`config.mk`:
```
export PLATFORM = sky130hd
export DESIGN_NAME = axi_read_ctrl
export DESIGN_NICKNAME = d
export VERILOG_FILES = /design/src/hdl/axi_mem_pkg.sv /design/src/hdl/axi_read_ctrl.sv
export SDC_FILE = /design/constraint.sdc
export NUM_CORES = 1
export LEC_CHECK = 0
export BUFFER_PORTS_ARGS = -buffer_cell sky130_fd_sc_hd__buf_2
export CAP_MARGIN = 15
export CORE_ASPECT_RATIO = 1.25
export CORE_UTILIZATION = 30
export CTS_BUF_LIST = sky130_fd_sc_hd__clkbuf_8
export DETAILED_ROUTE_END_ITERATION = 7
export PLACE_DENSITY = 0.81
export REMOVE_ABC_BUFFERS = 1
export SLEW_MARGIN = 20
export SYNTH_ARGS = -nofsm -noshare
export SYNTH_HDL_FRONTEND = slang
export SYNTH_SLANG_ARGS = --single-unit
```
`constraint.sdc`:
```
create_clock -name clk -period 1.1 [get_ports clk]
set_input_delay 0.165 -clock clk [delete_from_list [all_inputs] [get_ports clk]]
set_output_delay 0.165 -clock clk [all_outputs]
set_load 0.03 [all_outputs]
```
`src/hdl/axi_mem_pkg.sv`:
```
package axi_mem_pkg;

  localparam int ADDR_W    = 32;
  localparam int DATA_W    = 32;
  localparam int STRB_W    = 4;
  localparam int ID_W      = 4;
  localparam int LEN_W     = 4;   // beats minus one
  localparam int MEM_BYTES = 128;
  localparam int MEM_AW    = 7;
  localparam int MAX_SIZE  = 2;   // four bytes per beat
  localparam logic [7:0] MEM_INIT = 8'h0c;

  typedef enum logic [1:0] {
    BURST_FIXED = 2'd0,
    BURST_INCR  = 2'd1,
    BURST_WRAP  = 2'd2
  } burst_e;

  typedef enum logic [1:0] {
    RESP_OKAY   = 2'd0,
    RESP_SLVERR = 2'd2,
    RESP_DECERR = 2'd3
  } resp_e;

  //////////////////////////////////////////////////////////////////////
  // channel payloads

  typedef struct packed {
    logic [ID_W-1:0]   id;
    logic [ADDR_W-1:0] addr;
    logic [LEN_W-1:0]  len;
    logic [2:0]        size;  // log2 of bytes per beat
    burst_e            burst;
  } addr_req_t;

  typedef struct packed {
    logic [DATA_W-1:0] data;
    logic [STRB_W-1:0] strb;
    logic              last;
  } w_beat_t;

  typedef struct packed {
    logic [ID_W-1:0] id;
    resp_e           resp;
  } b_resp_t;

  typedef struct packed {
    logic [ID_W-1:0]   id;
    logic [DATA_W-1:0] data;
    resp_e             resp;
    logic              last;
  } r_beat_t;

  // rules are checked in priority order
  function automatic resp_e req_resp(addr_req_t req);
    resp_e resp;
    if (req.size > MAX_SIZE)
      resp = RESP_SLVERR;
    else if (req.burst == BURST_WRAP && !(req.len inside {4'd1, 4'd3, 4'd7, 4'd15}))
      resp = RESP_SLVERR;
    else if (req.addr >= MEM_BYTES)
      resp = RESP_DECERR;
    else
      resp = RESP_OKAY;
    return resp;
  endfunction

  // lanes below the bytes per beat of a size code
  function automatic logic [STRB_W-1:0] lane_mask(logic [2:0] size);
    logic [STRB_W-1:0] mask;
    for (int i = 0; i < STRB_W; i++) begin
      mask[i] = (i < (1 << size));
    end
    return mask;
  endfunction

endpackage

```
`src/hdl/axi_read_ctrl.sv`:
```
`timescale 1ns/1ps

module axi_read_ctrl (
  input  logic                           clk,
  input  logic                           resetn,
  input  logic                           ar_valid,
  output logic                           ar_ready,
  input  axi_mem_pkg::addr_req_t         ar,
  output logic                           r_valid,
  input  logic                           r_ready,
  output axi_mem_pkg::r_beat_t           r,
  output logic                           addr_load,
  output logic                           addr_advance,
  input  logic [axi_mem_pkg::MEM_AW-1:0] beat_addr,
  output logic [axi_mem_pkg::MEM_AW-1:0] rd_addr,
  output logic [axi_mem_pkg::STRB_W-1:0] rd_lanes,
  input  logic [axi_mem_pkg::DATA_W-1:0] rd_data
);
  import axi_mem_pkg::*;

  typedef enum logic {
    RD_IDLE,
    RD_DATA
  } rd_state_e;

  rd_state_e        state;
  logic [LEN_W-1:0] beat_cnt;
  logic [ID_W-1:0]  id_q;
  resp_e            resp_q;
  logic [LEN_W-1:0] len_q;
  logic [2:0]       size_q;
  logic             ar_fire, r_fire;
  logic             last_beat;

  assign ar_fire   = ar_valid && ar_ready;
  assign r_fire    = r_valid && r_ready;
  assign last_beat = (beat_cnt == len_q);

  //////////////////////////////////////////////////////////////////////
  // channel FSM

  always_ff @(posedge clk or negedge resetn) begin
    if (!resetn) begin
      state    <= RD_IDLE;
      ar_ready <= 1'b0;
      beat_cnt <= '0;
    end else begin
      case (state)
        RD_IDLE: begin
          ar_ready <= 1'b1;
          if (ar_fire) begin
            state    <= RD_DATA;
            ar_ready <= 1'b0;
            beat_cnt <= '0;
          end
        end
        RD_DATA: begin
          if (r_fire) begin
            beat_cnt <= beat_cnt + 1'b1;
            if (last_beat) begin
              state    <= RD_IDLE;
              ar_ready <= 1'b1;  // next request accepted a cycle later
            end
          end
        end
        default: state <= RD_IDLE;
      endcase
    end
  end

  always_ff @(posedge clk) begin
    if (ar_fire) begin
      id_q   <= ar.id;
      resp_q <= req_resp(ar);
      len_q  <= ar.len;
      size_q <= ar.size;
    end
  end

  assign addr_load    = ar_fire;
  assign addr_advance = r_fire;

  // upper lanes masked to zero, an errored burst reads no lane at all
  assign rd_addr  = beat_addr;
  assign rd_lanes = (resp_q == RESP_OKAY) ? lane_mask(size_q) : '0;

  assign r_valid = (state == RD_DATA);
  assign r       = '{id: id_q, data: rd_data, resp: resp_q, last: last_beat};

  a_r_stable: assert property (@(posedge clk) disable iff (!resetn)
    (r_valid && !r_ready) |=> (r_valid && $stable(r)))
    else $error("read beat changed while stalled");

endmodule

```
Yosys cells after proc, flatten, opt, wreduce, memory -nomap -nowiden
Cells that the tools add are included.

Register bits after elaboration: 19. Logic and storage cells: 47.

Shifts and indexed selects: 1. Bitwise operators: 1. Mux-type cells: 13. Reductions and logical operators: 9. Add/subtract/negate cells: 1. Eq/ne operators: 9. Order comparisons: 6.

Operators by type and width (count): $lt 3x32->1 const A (2); $ge 32x8->1 const B (1); $lt 1x32->1 const A (1); $lt 2x32->1 const A (1); $shl 1x3->32 const A (1); $mux 4 (3); $pmux 4 s2 (1); $mux 1 (6); $add 4x1->4 const B (1); $eq 4x1->1 const B (1); $eq 4x2->1 const B (1); $eq 4x3->1 const B (1); $eq 4x4->1 (1); $eq 4x4->1 const B (1); $ne 2x2->1 const B (2); $pmux 1 s2 (2); $reduce_and 2->1 (2); $reduce_bool 4->1 (1); $gt 3x2->1 const B (1); $logic_and 1x1->1 (3); $eq 2x2->1 const B (1); $logic_not 2->1 (1); $mux 2 (1); $ne 2x1->1 const B (1); 3 further kinds (3).

Depth between registers and ports, before layout
Gate-level depths: netlist of run 1.

Word-level depth: 5. Mapped depth: 4.

Worst setup path after synthesis of run 1
OpenSTA, ideal clock, no wires.

Path kind: reg-to-output. From: reg resp_q[1]. To: out rd_lanes[1] in the netlist's numbering. Arrival time: 1766 ps. Stages on the path, launching flop included: 4. Path slack: -831 ps. Cell sequence: edfxtp_1 > nor2_1 > o21a_1 > a21o_1.

Word-level cells in the longest chain between the ends: 2.

RTL lines: from (decl) (line axi_read_ctrl.sv:29) `resp_e resp_q;`; from (signal assigned) (line axi_read_ctrl.sv:74) `resp_q <= req_resp(ar);`; $logic_not 2->1 (line axi_read_ctrl.sv:85) `assign rd_lanes = (resp_q == RESP_OKAY) ? lane_mask(size_q) : '0;`; $mux 4 (line axi_read_ctrl.sv:85); to (decl) (line axi_read_ctrl.sv:16) `output logic [axi_mem_pkg::STRB_W-1:0] rd_lanes,`.

No other way between the ends.

==> flow_summary.json, run 1 <==
{
  "vias_post_dr": 912,
  "crit_type": "reg2out",
  "setup.worst_path.start": "len_q[3]",
  "ys_async_sr_fraction": 0.316,
  "total_leakage_power_uw": 0.000707,
  "count_of_synthesis_stage_warnings_from_yosys": 0,
  "via_per_inst": 4.98,
  "cts_htree_levels": 1,
  "post-route-worst-setup-slack_ns": -0.427,
  "synth-edff-count": 13,
  "outcome": "finished, violations left",
  "layout.area.seq_um2": 541,
  "postSynthAreaPerCell_um2": 11.1,
  "synth.most_common_cell": "sky130_fd_sc_hd__buf_4",
  "crit-reg2reg-capture": "ar_ready",
  "drive_gt1_frac": 0.611,
  "numPortBuffers": 56,
  "timing.hold.worst.class": "in2reg",
  "multiInputGateArea_um2": 324,
  "timing_worst_slew_pin_value_ns": 0.310,
  "synthTopCellsByCount": "sky130_fd_sc_hd__buf_4 (40), sky130_fd_sc_hd__edfxtp_1 (13), sky130_fd_sc_hd__dfrtp_1 (6)",
  "post-route-drc-count": 9,
  "final_nets": 234,
  "worst-endpoint-required_ns": 0.94,
  "die_y_um": 71.0,
  "cp-endpoint": "r[0]",
  "post-route-cell-area_um2": 1500,
  "gr-total-overflow": 0,
  "r2r_start": "len_q[3]",
  "drt_first_iter_violations": 43,
  "worst_setup_hold_path_clk_slew_ns": 0.07,
  "floorplan.die_area_um2": 4060,
  "detailed_place_hpwl_um": 3490,
  "clock_latency_ns": 0.25,
  "grt_pass1_wl_um": 5410,
  "filler_cells": 342,
  "netlist_instances": 103,
  "synth.distinct_cells": 28,
  "maxClockFrequency_mhz": 655,
  "effective_utilization_at_floorplan": 0.319,
  "placed_cell_area_um2": 1270,
  "vias_in_the_first_global_route": 906,
  "worstRegToRegCells": 4,
  "path_max_fanout": 2,
  "std_cell_rows": 24,
  "peakVddDrop_v": 0.000422,
  "synth-main-ff-cell": "sky130_fd_sc_hd__edfxtp_1",
  "layout_worst_path_cycle_share": 1.39,
  "cts_tree": "done",
  "dr.pass1.iters": 6,
  "ys_ff_latch": 19,
  "io_pins": 142,
  "max_cap_viol_count": 0,
  "critPathArrivalTime_ns": 1.36,
  "synth_top_area_share": 0.342,
  "chipWidth_um": 57.2,
  "clk_path_buf_depth": 2,
  "grt_antenna_before_repair": 0,
  "violations_in_the_final_reports": "DRC, setup timing",
  "areaGrowthSynthToFinish_pct": 31.4,
  "placed_cells": 172,
  "timing.final.max_slew_violations": 0,
  "max-slew-margin-rel": 0.792,
  "netlist.top_cell.by_area": "sky130_fd_sc_hd__edfxtp_1",
  "core_um2": 3570,
  "finalSetupViolations": 11,
  "syn-cell-area_um2": 1140,
  "root_buffer": "sky130_fd_sc_hd__clkbuf_8",
  "gr-usage-all-layers": 0.200,
  "grt_max_degree": 12,
  "antennaDiodeCount": 0,
  "numCtsBuffers": 3,
  "ant_nets": 0,
  "finish.cell_count_without_fillers": 183,
  "timing.critical_path.from_type": "flip-flop",
  "cts_sinks": 19,
  "routed_wire_length_per_instance_um": 22.1,
  "power_per_cell_area_nw_per_um2": 1900,
  "routabilityCongestion": 0.893,
  "rsz0062_at_grt": "true",
  "detail_route.wirelength_um": 4050,
  "setup.worst_path.end_class": "output port",
  "synth.yosys.seq_area_share": 0.474,
  "fin_crit_ns": 1.53,
  "netlist_top_cells_area": "sky130_fd_sc_hd__edfxtp_1 (34%), sky130_fd_sc_hd__buf_4 (26%), sky130_fd_sc_hd__dfrtp_1 (13%)",
  "final.setup_skew_ns": 0.00283,
  "setup.reg_to_reg.worst_slack_ns": -0.15,
  "final_hold_viol_count": 0
}
-- critical path: stages, from the launching register on --
cell and delay, ns:
sky130_fd_sc_hd__edfxtp_1 0.38, sky130_fd_sc_hd__xor2_1 0.18, sky130_fd_sc_hd__nor4_2 0.33, sky130_fd_sc_hd__buf_4 0.22
-- cell families after synthesis --
group,Yosys count,share of synthesized area
buf+inv,42,0.270
xor+xnor,5,0.0384
mux,1,0.00877
compound gates,9,0.0603
simple gates,26,0.138
fa+ha+maj,1,0.0110
flops,19,0.474
-- worst min-delay path by stage --
stage,startpoint,endpoint,depth (start not counted)
after floorplan,resetn,ar_ready,0
after global routing,ar[41],id_q[0],1
after global placement,resetn,r_valid,1
after CTS,ar[43],id_q[2],1
final,ar[43],id_q[2],1
after detailed placement,resetn,r_valid,1
-- layout make-up --
class	count	area share
well taps	39	0.0326
repair buffers	77	0.355
clock inverters	1	0.00334
flip-flops and latches	19	0.361
clock buffers	3	0.0275
inverters	2	0.00501
multi-input cells	42	0.216
-- through the flow --
| stage | worst slack [ns] | util | power (uW) | setup TNS [ns] | hold WS, ns |
|---|---|---|---|---|---|
| after floorplan | -0.831 | - | 1590 | -9.80 | -0.131 |
| after global placement | -0.167 | 0.357 | 2010 | -0.479 | -0.00203 |
| after detailed placement | -0.178 | 0.357 | 2040 | -0.596 | -0.00254 |
| after CTS | -0.422 | 0.409 | 2750 | -1.80 | 0.0815 |
| after global routing | -0.481 | 0.419 | 3010 | -2.32 | 0.0769 |
| final | -0.427 | 0.419 | 2850 | -1.79 | 0.0859 |
-- flip-flops by register name, summed over array words and instances (netlist names) --
name / count
beat_cnt: 4
r_valid: 1
resp_q: 2
id_q: 4
len_q: 4
size_q: 3
ar_ready: 1
-- placed cells by master, fill, tap and decap left out, types with 2 or more instances in the layout --
cell / count
sky130_fd_sc_hd__a21o_1: 2
sky130_fd_sc_hd__buf_2: 45
sky130_fd_sc_hd__buf_4: 14
sky130_fd_sc_hd__buf_6: 17
sky130_fd_sc_hd__clkbuf_8: 3
sky130_fd_sc_hd__dfrtp_1: 6
sky130_fd_sc_hd__edfxtp_1: 13
sky130_fd_sc_hd__nand2_1: 3
sky130_fd_sc_hd__nand2b_1: 3
sky130_fd_sc_hd__nand3_1: 2
sky130_fd_sc_hd__nor4_1: 5
sky130_fd_sc_hd__o21a_1: 2
sky130_fd_sc_hd__xor2_1: 4
-- report_power, final --
part / switching (uW) / internal [uW] / leakage (uW) / total, uW
sequential: 117 / 958 / 0.000190 / 1080
clock: 222 / 251 / 0.0000255 / 474
combinational: 612 / 693 / 0.000491 / 1310
-- metal layers --
| layer | track usage | share of wire | vias to the layer above | wire, um |
|---|---|---|---|---|
| met5 | 0 | 0 | - | 0 |
| met4 | 0.0569 | 0.019 | 0 | 78 |
| met3 | 0.196 | 0.24 | 6 | 955 |
| met2 | 0.331 | 0.46 | 98 | 1850 |
| met1 | 0.167 | 0.29 | 407 | 1170 |
| li1 | - | - | 401 | - |
-- repair_timing --
| action | in CTS | in global routing |
|---|---|---|
| setup buffers | 6 | 4 |
| hold buffers | 1 | 0 |
| endpoints found under the setup margin | 14 | 15 |
| resized for setup | 32 | 6 |
| endpoints found under the hold margin | 6 | 0 |
| pin swaps | 2 | 7 |
No activity file was read; power rests on OpenSTA's default activity.
==> run 2: changes to the inputs <==
--- a/config.mk
+++ b/config.mk
@@ -5,15 +5,17 @@
 export SDC_FILE = /design/constraint.sdc
 export NUM_CORES = 1
 export LEC_CHECK = 0
+export ABC_AREA = 1
 export BUFFER_PORTS_ARGS = -buffer_cell sky130_fd_sc_hd__buf_2
 export CAP_MARGIN = 15
 export CORE_ASPECT_RATIO = 1.25
-export CORE_UTILIZATION = 30
+export CORE_UTILIZATION = 31
 export CTS_BUF_LIST = sky130_fd_sc_hd__clkbuf_8
 export DETAILED_ROUTE_END_ITERATION = 7
-export PLACE_DENSITY = 0.81
+export PLACE_DENSITY = 0.87
 export REMOVE_ABC_BUFFERS = 1
 export SLEW_MARGIN = 20
 export SYNTH_ARGS = -nofsm -noshare
 export SYNTH_HDL_FRONTEND = slang
 export SYNTH_SLANG_ARGS = --single-unit
+export TNS_END_PERCENT = 30
==> run 2 against run 1 <==
The run ends with setup timing left. Synthesized cell count up 50%. Non-clock buffer count decreased by 10. Worst hold slack better by 0.0012 ns. Sequential cell count is the same. Via count grew 14%. Utilization fell by 2.4 points. Sequential power about the same. Clock skew increased by 0.00059 ns. Synthesized area grew 8.7%. Final cell count rose by 31%.
==> flow_summary.json, run 2 <==
{
  "netlist_instances": 154,
  "filler_cells": 418,
  "ys_ff_latch": 19,
  "dp_slack_ns": -0.0138,
  "synth.distinct_cells": 16,
  "chipWidth_um": 58.6,
  "synth.yosys.seq_area_share": 0.436,
  "grt_max_degree": 12,
  "power_uw": 2970,
  "vias_in_the_first_global_route": 1016,
  "core_um2": 3820,
  "synthAdderAreaFrac": 0.0101,
  "final.setup_skew_ns": 0.00342,
  "setup.worst_path.end_class": "output port",
  "post-route-worst-setup-slack_ns": -0.259,
  "placed_cell_area_um2": 1350,
  "effective_utilization_at_floorplan": 0.325,
  "post-route-cell-area_um2": 1510,
  "routed_wire_length_per_instance_um": 17.1,
  "io_pins": 142,
  "cts_htree_levels": 1,
  "std_cell_rows": 25,
  "syn-cell-area_um2": 1240,
  "layout_top_registers": "beat_cnt (4), id_q (4), len_q (4)",
  "worst_setup_hold_path_clk_slew_ns": 0.07,
  "ant_nets": 0,
  "outcome": "finished, violations left",
  "finalHoldWorstSlack_ns": 0.0871,
  "final_hold_viol_count": 0,
  "rsz0062_at_grt": "true",
  "synth-simple-area-share": 0.230,
  "combinational_family_with_the_most_area_after_synthesis": "buffers and inverters",
  "clk_path_buf_depth": 2,
  "crit_type": "reg2out",
  "fin_crit_ns": 1.36,
  "worst-endpoint-required_ns": 0.94,
  "netlist_top_cells_area": "sky130_fd_sc_hd__edfxtp_1 (31%), sky130_fd_sc_hd__buf_4 (24%), sky130_fd_sc_hd__dfrtp_1 (12%)",
  "path_max_fanout": 3,
  "floorplan.die_area_um2": 4260,
  "areaGrowthSynthToFinish_pct": 21.8,
  "route.top_layer_used": "met5",
  "synth-main-ff-cell": "sky130_fd_sc_hd__edfxtp_1",
  "post-route-drc-count": 0,
  "postSynthAreaPerCell_um2": 8.05,
  "peakVddDrop_v": 0.000590,
  "die_y_um": 72.7,
  "max-slew-margin-rel": 0.808,
  "dr.pass1.iters": 4,
  "grt_pass1_wl_um": 5790,
  "ys_async_sr_fraction": 0.316,
  "most_common_cell_after_layout_fill_and_taps_aside": "sky130_fd_sc_hd__buf_2",
  "dr_wl_met3_um": 1040,
  "cts_sinks": 19,
  "synth.most_common_cell": "sky130_fd_sc_hd__buf_4",
  "numPortBuffers": 56,
  "synth.area.mux_share": 0,
  "critPathArrivalTime_ns": 1.19,
  "drt_first_iter_violations": 50,
  "timing.critical_path.from_type": "flip-flop",
  "power_per_cell_area_nw_per_um2": 1970,
  "finalSetupViolations": 7,
  "drive_gt1_frac": 0.476,
  "vias_post_dr": 1043,
  "total_leakage_power_uw": 0.000760,
  "grt_antenna_before_repair": 0,
  "timing_worst_slew_pin_value_ns": 0.288,
  "violations_in_the_final_reports": "setup timing",
  "gr-total-overflow": 0,
  "timing.final.max_slew_violations": 0,
  "met2_wirelength_um": 2010,
  "final_nets": 275,
  "clock_latency_ns": 0.25,
  "netlist.top_cell.by_area": "sky130_fd_sc_hd__edfxtp_1",
  "layout.cells.most_common_list": "sky130_fd_sc_hd__buf_2 (50), sky130_fd_sc_hd__nand2_1 (32), sky130_fd_sc_hd__nor2_1 (21)",
  "synth_top_area_share": 0.315,
  "gr-usage-all-layers": 0.198,
  "synthXorXnorAreaFrac": 0,
  "cts_tree": "done",
  "detailed_place_hpwl_um": 3580,
  "detail_route.wirelength_um": 4080,
  "count_of_synthesis_stage_warnings_from_yosys": 0,
  "synth-edff-count": 13,
  "root_buffer": "sky130_fd_sc_hd__clkbuf_8",
  "maxClockFrequency_mhz": 736,
  "timing.hold.worst.class": "in2reg",
  "synthTopCellsByCount": "sky130_fd_sc_hd__buf_4 (40), sky130_fd_sc_hd__nand2_1 (35), sky130_fd_sc_hd__nor2_1 (23)",
  "via_per_inst": 4.36,
  "area_fraction_in_compound_gates_after_synthesis": 0.0242,
  "routabilityCongestion": 0.923,
  "wirelength_met1_um": 930,
  "antennaDiodeCount": 0,
  "layout_worst_path_cycle_share": 1.24,
  "max_cap_viol_count": 0,
  "finish.utilization": 0.396,
  "numCtsBuffers": 3
}
## run 2: changes by cell type after synthesis, moves of 2 or more
cell,previous run,this run
sky130_fd_sc_hd__xor2_1,4,0
sky130_fd_sc_hd__nand2_1,4,35
sky130_fd_sc_hd__inv_2,0,5
sky130_fd_sc_hd__nand2b_1,3,0
sky130_fd_sc_hd__nor2_2,0,2
sky130_fd_sc_hd__inv_1,2,14
sky130_fd_sc_hd__a21oi_1,0,4
sky130_fd_sc_hd__nor2_1,2,23
sky130_fd_sc_hd__a21o_1,2,0
sky130_fd_sc_hd__o21a_1,2,0
sky130_fd_sc_hd__nor4_1,5,0
## run 2: per-layer routing
metal | global-route usage | vias up
met4 | 0.0635 | 2
met5 | 0.0779 | -
met2 | 0.337 | 102
li1 | - | 495
met3 | 0.206 | 10
met1 | 0.138 | 434
## run 2: through the flow
stage / setup TNS (ns) / cells
after CTS: -1.15 / 238
after global routing: -1.80 / 239
after floorplan: -5.54 / 114
after detailed placement: -0.0138 / 231
after global placement: 0 / 231
final: -1.10 / 239
## run 2: cell type report
type | instances | area (um^2) | area share
clock inverter | 1 | 5.00 | 0.00331
timing repair buffer | 67 | 415 | 0.275
multi-input combinational | 76 | 364 | 0.241
inverter | 19 | 76.3 | 0.0505
clock buffer | 3 | 41.3 | 0.0273
tap | 54 | 67.6 | 0.0447
sequential | 19 | 541 | 0.358
## run 2: path summary, 6_finish.rpt
path	endpoint	startpoint	slack, ns	depth (start not counted)
max	r[0]	beat_cnt[3]	-0.26	6
min	id_q[0]	ar[41]	0.09	1
max reg2reg	r_valid	beat_cnt[3]	0.03	8
min reg2reg	ar_ready	ar_ready	0.56	2
max in group asynchronous	beat_cnt[1]	resetn	0.67	2
min in group asynchronous	beat_cnt[2]	resetn	0.28	2
## run 2: worst max-delay path: stages, from the launching register on
cell                      delay (ns)
sky130_fd_sc_hd__dfrtp_1        0.39
sky130_fd_sc_hd__inv_2          0.05
sky130_fd_sc_hd__nand2_1        0.05
sky130_fd_sc_hd__nand2_1        0.08
sky130_fd_sc_hd__nor2_4         0.11
sky130_fd_sc_hd__and2_4         0.14
sky130_fd_sc_hd__buf_6          0.12
## run 2: power breakdown
part	switching (uW)	leakage [uW]	internal, uW	total [uW]
registers	129	0.000189	966	1100
clock network	224	0.0000255	251	475
logic	764	0.000545	638	1400
total	1120	0.000760	1860	2970
## run 2: kinds of logic after synthesis
kind of cell,after synthesis
and+or+nand+nor,69
buffers and inverters,59
DFF,19
AOI/OAI and AO/OA,6
adders and majority gates,1
## run 2: timing repair
action | 4_1_cts | 5_1_grt
setup buffers | 2 | 1
endpoints found under the hold margin | 6 | 0
endpoints found under the setup margin | 7 | 13
hold buffers | 1 | 0
gates resized for setup | 12 | 14
pin swaps | 2 | 2
==> run 3: changes to the inputs <==
--- a/config.mk
+++ b/config.mk
@@ -5,14 +5,14 @@
 export SDC_FILE = /design/constraint.sdc
 export NUM_CORES = 1
 export LEC_CHECK = 0
-export ABC_AREA = 1
+export ABC_AREA = 0
 export BUFFER_PORTS_ARGS = -buffer_cell sky130_fd_sc_hd__buf_2
 export CAP_MARGIN = 15
 export CORE_ASPECT_RATIO = 1.25
-export CORE_UTILIZATION = 31
+export CORE_UTILIZATION = 30
 export CTS_BUF_LIST = sky130_fd_sc_hd__clkbuf_8
 export DETAILED_ROUTE_END_ITERATION = 7
-export PLACE_DENSITY = 0.87
+export PLACE_DENSITY = 0.88
 export REMOVE_ABC_BUFFERS = 1
 export SLEW_MARGIN = 20
 export SYNTH_ARGS = -nofsm -noshare
==> run 3 against run 2 <==
The flow finishes with violations (DRC, setup timing). Critical path type unchanged. Worst hold slack worse by 0.011 ns. Maximum frequency is 14% lower. Setup slack worse by 0.22 ns. Register-to-register slack got worse by 0.22 ns. Clock skew is 0.0062 ns higher. Largest power group is now sequential cells. Die area is 4.8% lower. Non-clock buffer count up 1. Sequential cell count unchanged. Final cell count is 27% lower.
==> flow_summary.json, run 3 (synthesized netlist as in run 1, its figures left out) <==
{
  "clk_path_buf_depth": 2,
  "critPathArrivalTime_ns": 1.41,
  "max_cap_viol_count": 0,
  "dp_slack_ns": -0.220,
  "timing.hold.worst.class": "in2reg",
  "finalHoldWorstSlack_ns": 0.0761,
  "root_buffer": "sky130_fd_sc_hd__clkbuf_8",
  "total_leakage_power_uw": 0.000648,
  "antennaDiodeCount": 0,
  "numCtsBuffers": 3,
  "worst_setup_hold_path_clk_slew_ns": 0.08,
  "vias_post_dr": 859,
  "dr.pass1.iters": 6,
  "cts_tree": "done",
  "finish.cell_count_without_fillers": 174,
  "setup.worst_path.end_class": "output port",
  "finalSetupViolations": 16,
  "chipWidth_um": 57.2,
  "placed_cells": 167,
  "grt_antenna_before_repair": 0,
  "areaGrowthSynthToFinish_pct": 21.2,
  "core_um2": 3570,
  "clock_latency_ns": 0.26,
  "final.setup_skew_ns": 0.00958,
  "setup.reg_to_reg.worst_slack_ns": -0.19,
  "routed_wire_length_per_instance_um": 24.5,
  "std_cell_rows": 24,
  "outcome": "finished, violations left",
  "io_pins": 142,
  "violations_in_the_final_reports": "DRC, setup timing",
  "layout.cells.most_common_list": "sky130_fd_sc_hd__buf_2 (49), sky130_fd_sc_hd__edfxtp_1 (13), sky130_fd_sc_hd__buf_4 (10)",
  "ant_nets": 0,
  "gr-total-overflow": 0,
  "gr-usage-all-layers": 0.213,
  "max-slew-margin-rel": 0.801,
  "post-route-drc-count": 10,
  "power_per_cell_area_nw_per_um2": 1880,
  "grt_pass1_wl_um": 5690,
  "effective_utilization_at_floorplan": 0.319,
  "detailed_place_hpwl_um": 3870,
  "numPortBuffers": 56,
  "cts_htree_levels": 1,
  "drive_gt1_frac": 0.578,
  "layout_top_registers": "beat_cnt (4), id_q (4), len_q (4)",
  "cts_sinks": 19,
  "power_uw": 2590,
  "worst-endpoint-required_ns": 0.94,
  "totalNegativeSetupSlack_ns": -1.79,
  "die_y_um": 71.0,
  "most_common_cell_after_layout_fill_and_taps_aside": "sky130_fd_sc_hd__buf_2",
  "timing.final.max_slew_violations": 0,
  "detail_route.wirelength_um": 4260,
  "maxClockFrequency_mhz": 634,
  "final_hold_viol_count": 0,
  "vias_in_the_first_global_route": 823,
  "final_nets": 225,
  "floorplan.die_area_um2": 4060,
  "routabilityCongestion": 0.836,
  "timing.critical_path.from_type": "flip-flop",
  "peakVddDrop_v": 0.000744,
  "via_per_inst": 4.94,
  "rsz0062_at_grt": "true",
  "crit_type": "reg2out",
  "path_max_fanout": 2,
  "drt_first_iter_violations": 37,
  "layout_worst_path_cycle_share": 1.43,
  "post-route-worst-setup-slack_ns": -0.477,
  "timing_worst_slew_pin_value_ns": 0.297,
  "grt_max_degree": 13,
  "fin_crit_ns": 1.58
}
## run 3: critical path, cell delays in order (launching register included)
cell                       delay (ns)
sky130_fd_sc_hd__edfxtp_1        0.40
sky130_fd_sc_hd__xor2_1          0.18
sky130_fd_sc_hd__nor4_2          0.35
sky130_fd_sc_hd__buf_4           0.22
## run 3: power by group
group          internal, uW  switching [uW]  leakage (uW)
clock                   252             231     0.0000255
sequential              961             136      0.000190
combinational           483             531      0.000433
total                  1700             899      0.000648
## run 3: layout make-up
type / count / area, um^2
well taps: 39 / 48.8
fillers: 374 / 2190
inverters: 2 / 10.0
clock buffers: 3 / 41.3
repair buffers: 68 / 429
flip-flops and latches: 19 / 542
multi-input cells: 42 / 307
clock inverters: 1 / 5.00
## run 3: metrics by stage
step,util,instance area [um^2]
after global routing,0.387,1380
after global placement,0.350,1250
after floorplan,-,841
after CTS,0.387,1380
final,0.387,1380
after detailed placement,0.350,1250
## run 3: layer usage
metal / vias up / part of all wire / GRT usage
li1: 384 / - / -
met1: 380 / 0.18 / 0.116
met2: 83 / 0.52 / 0.384
met3: 12 / 0.24 / 0.210
met4: 0 / 0.057 / 0.136
met5: - / 0 / 0
## run 3: path summary, 6_finish.rpt
check                      cells after the start           to   startpoint
setup / recovery                               3         r[0]     len_q[3]
hold / removal                                 1      id_q[3]       ar[44]
setup reg to reg                               4     ar_ready     len_q[3]
hold reg to reg                                1  beat_cnt[3]  beat_cnt[3]
max in group asynchronous                      2      r_valid       resetn
min in group asynchronous                      2  beat_cnt[3]       resetn
## run 3: what timing repair did
action | CTS | global route
pin swaps | 5 | 4
endpoints found under the hold margin | 6 | 0
gates resized for setup | 20 | 4
endpoints found under the setup margin | 22 | 25
buffers inserted | 3 | 0
hold buffers | 1 | 0
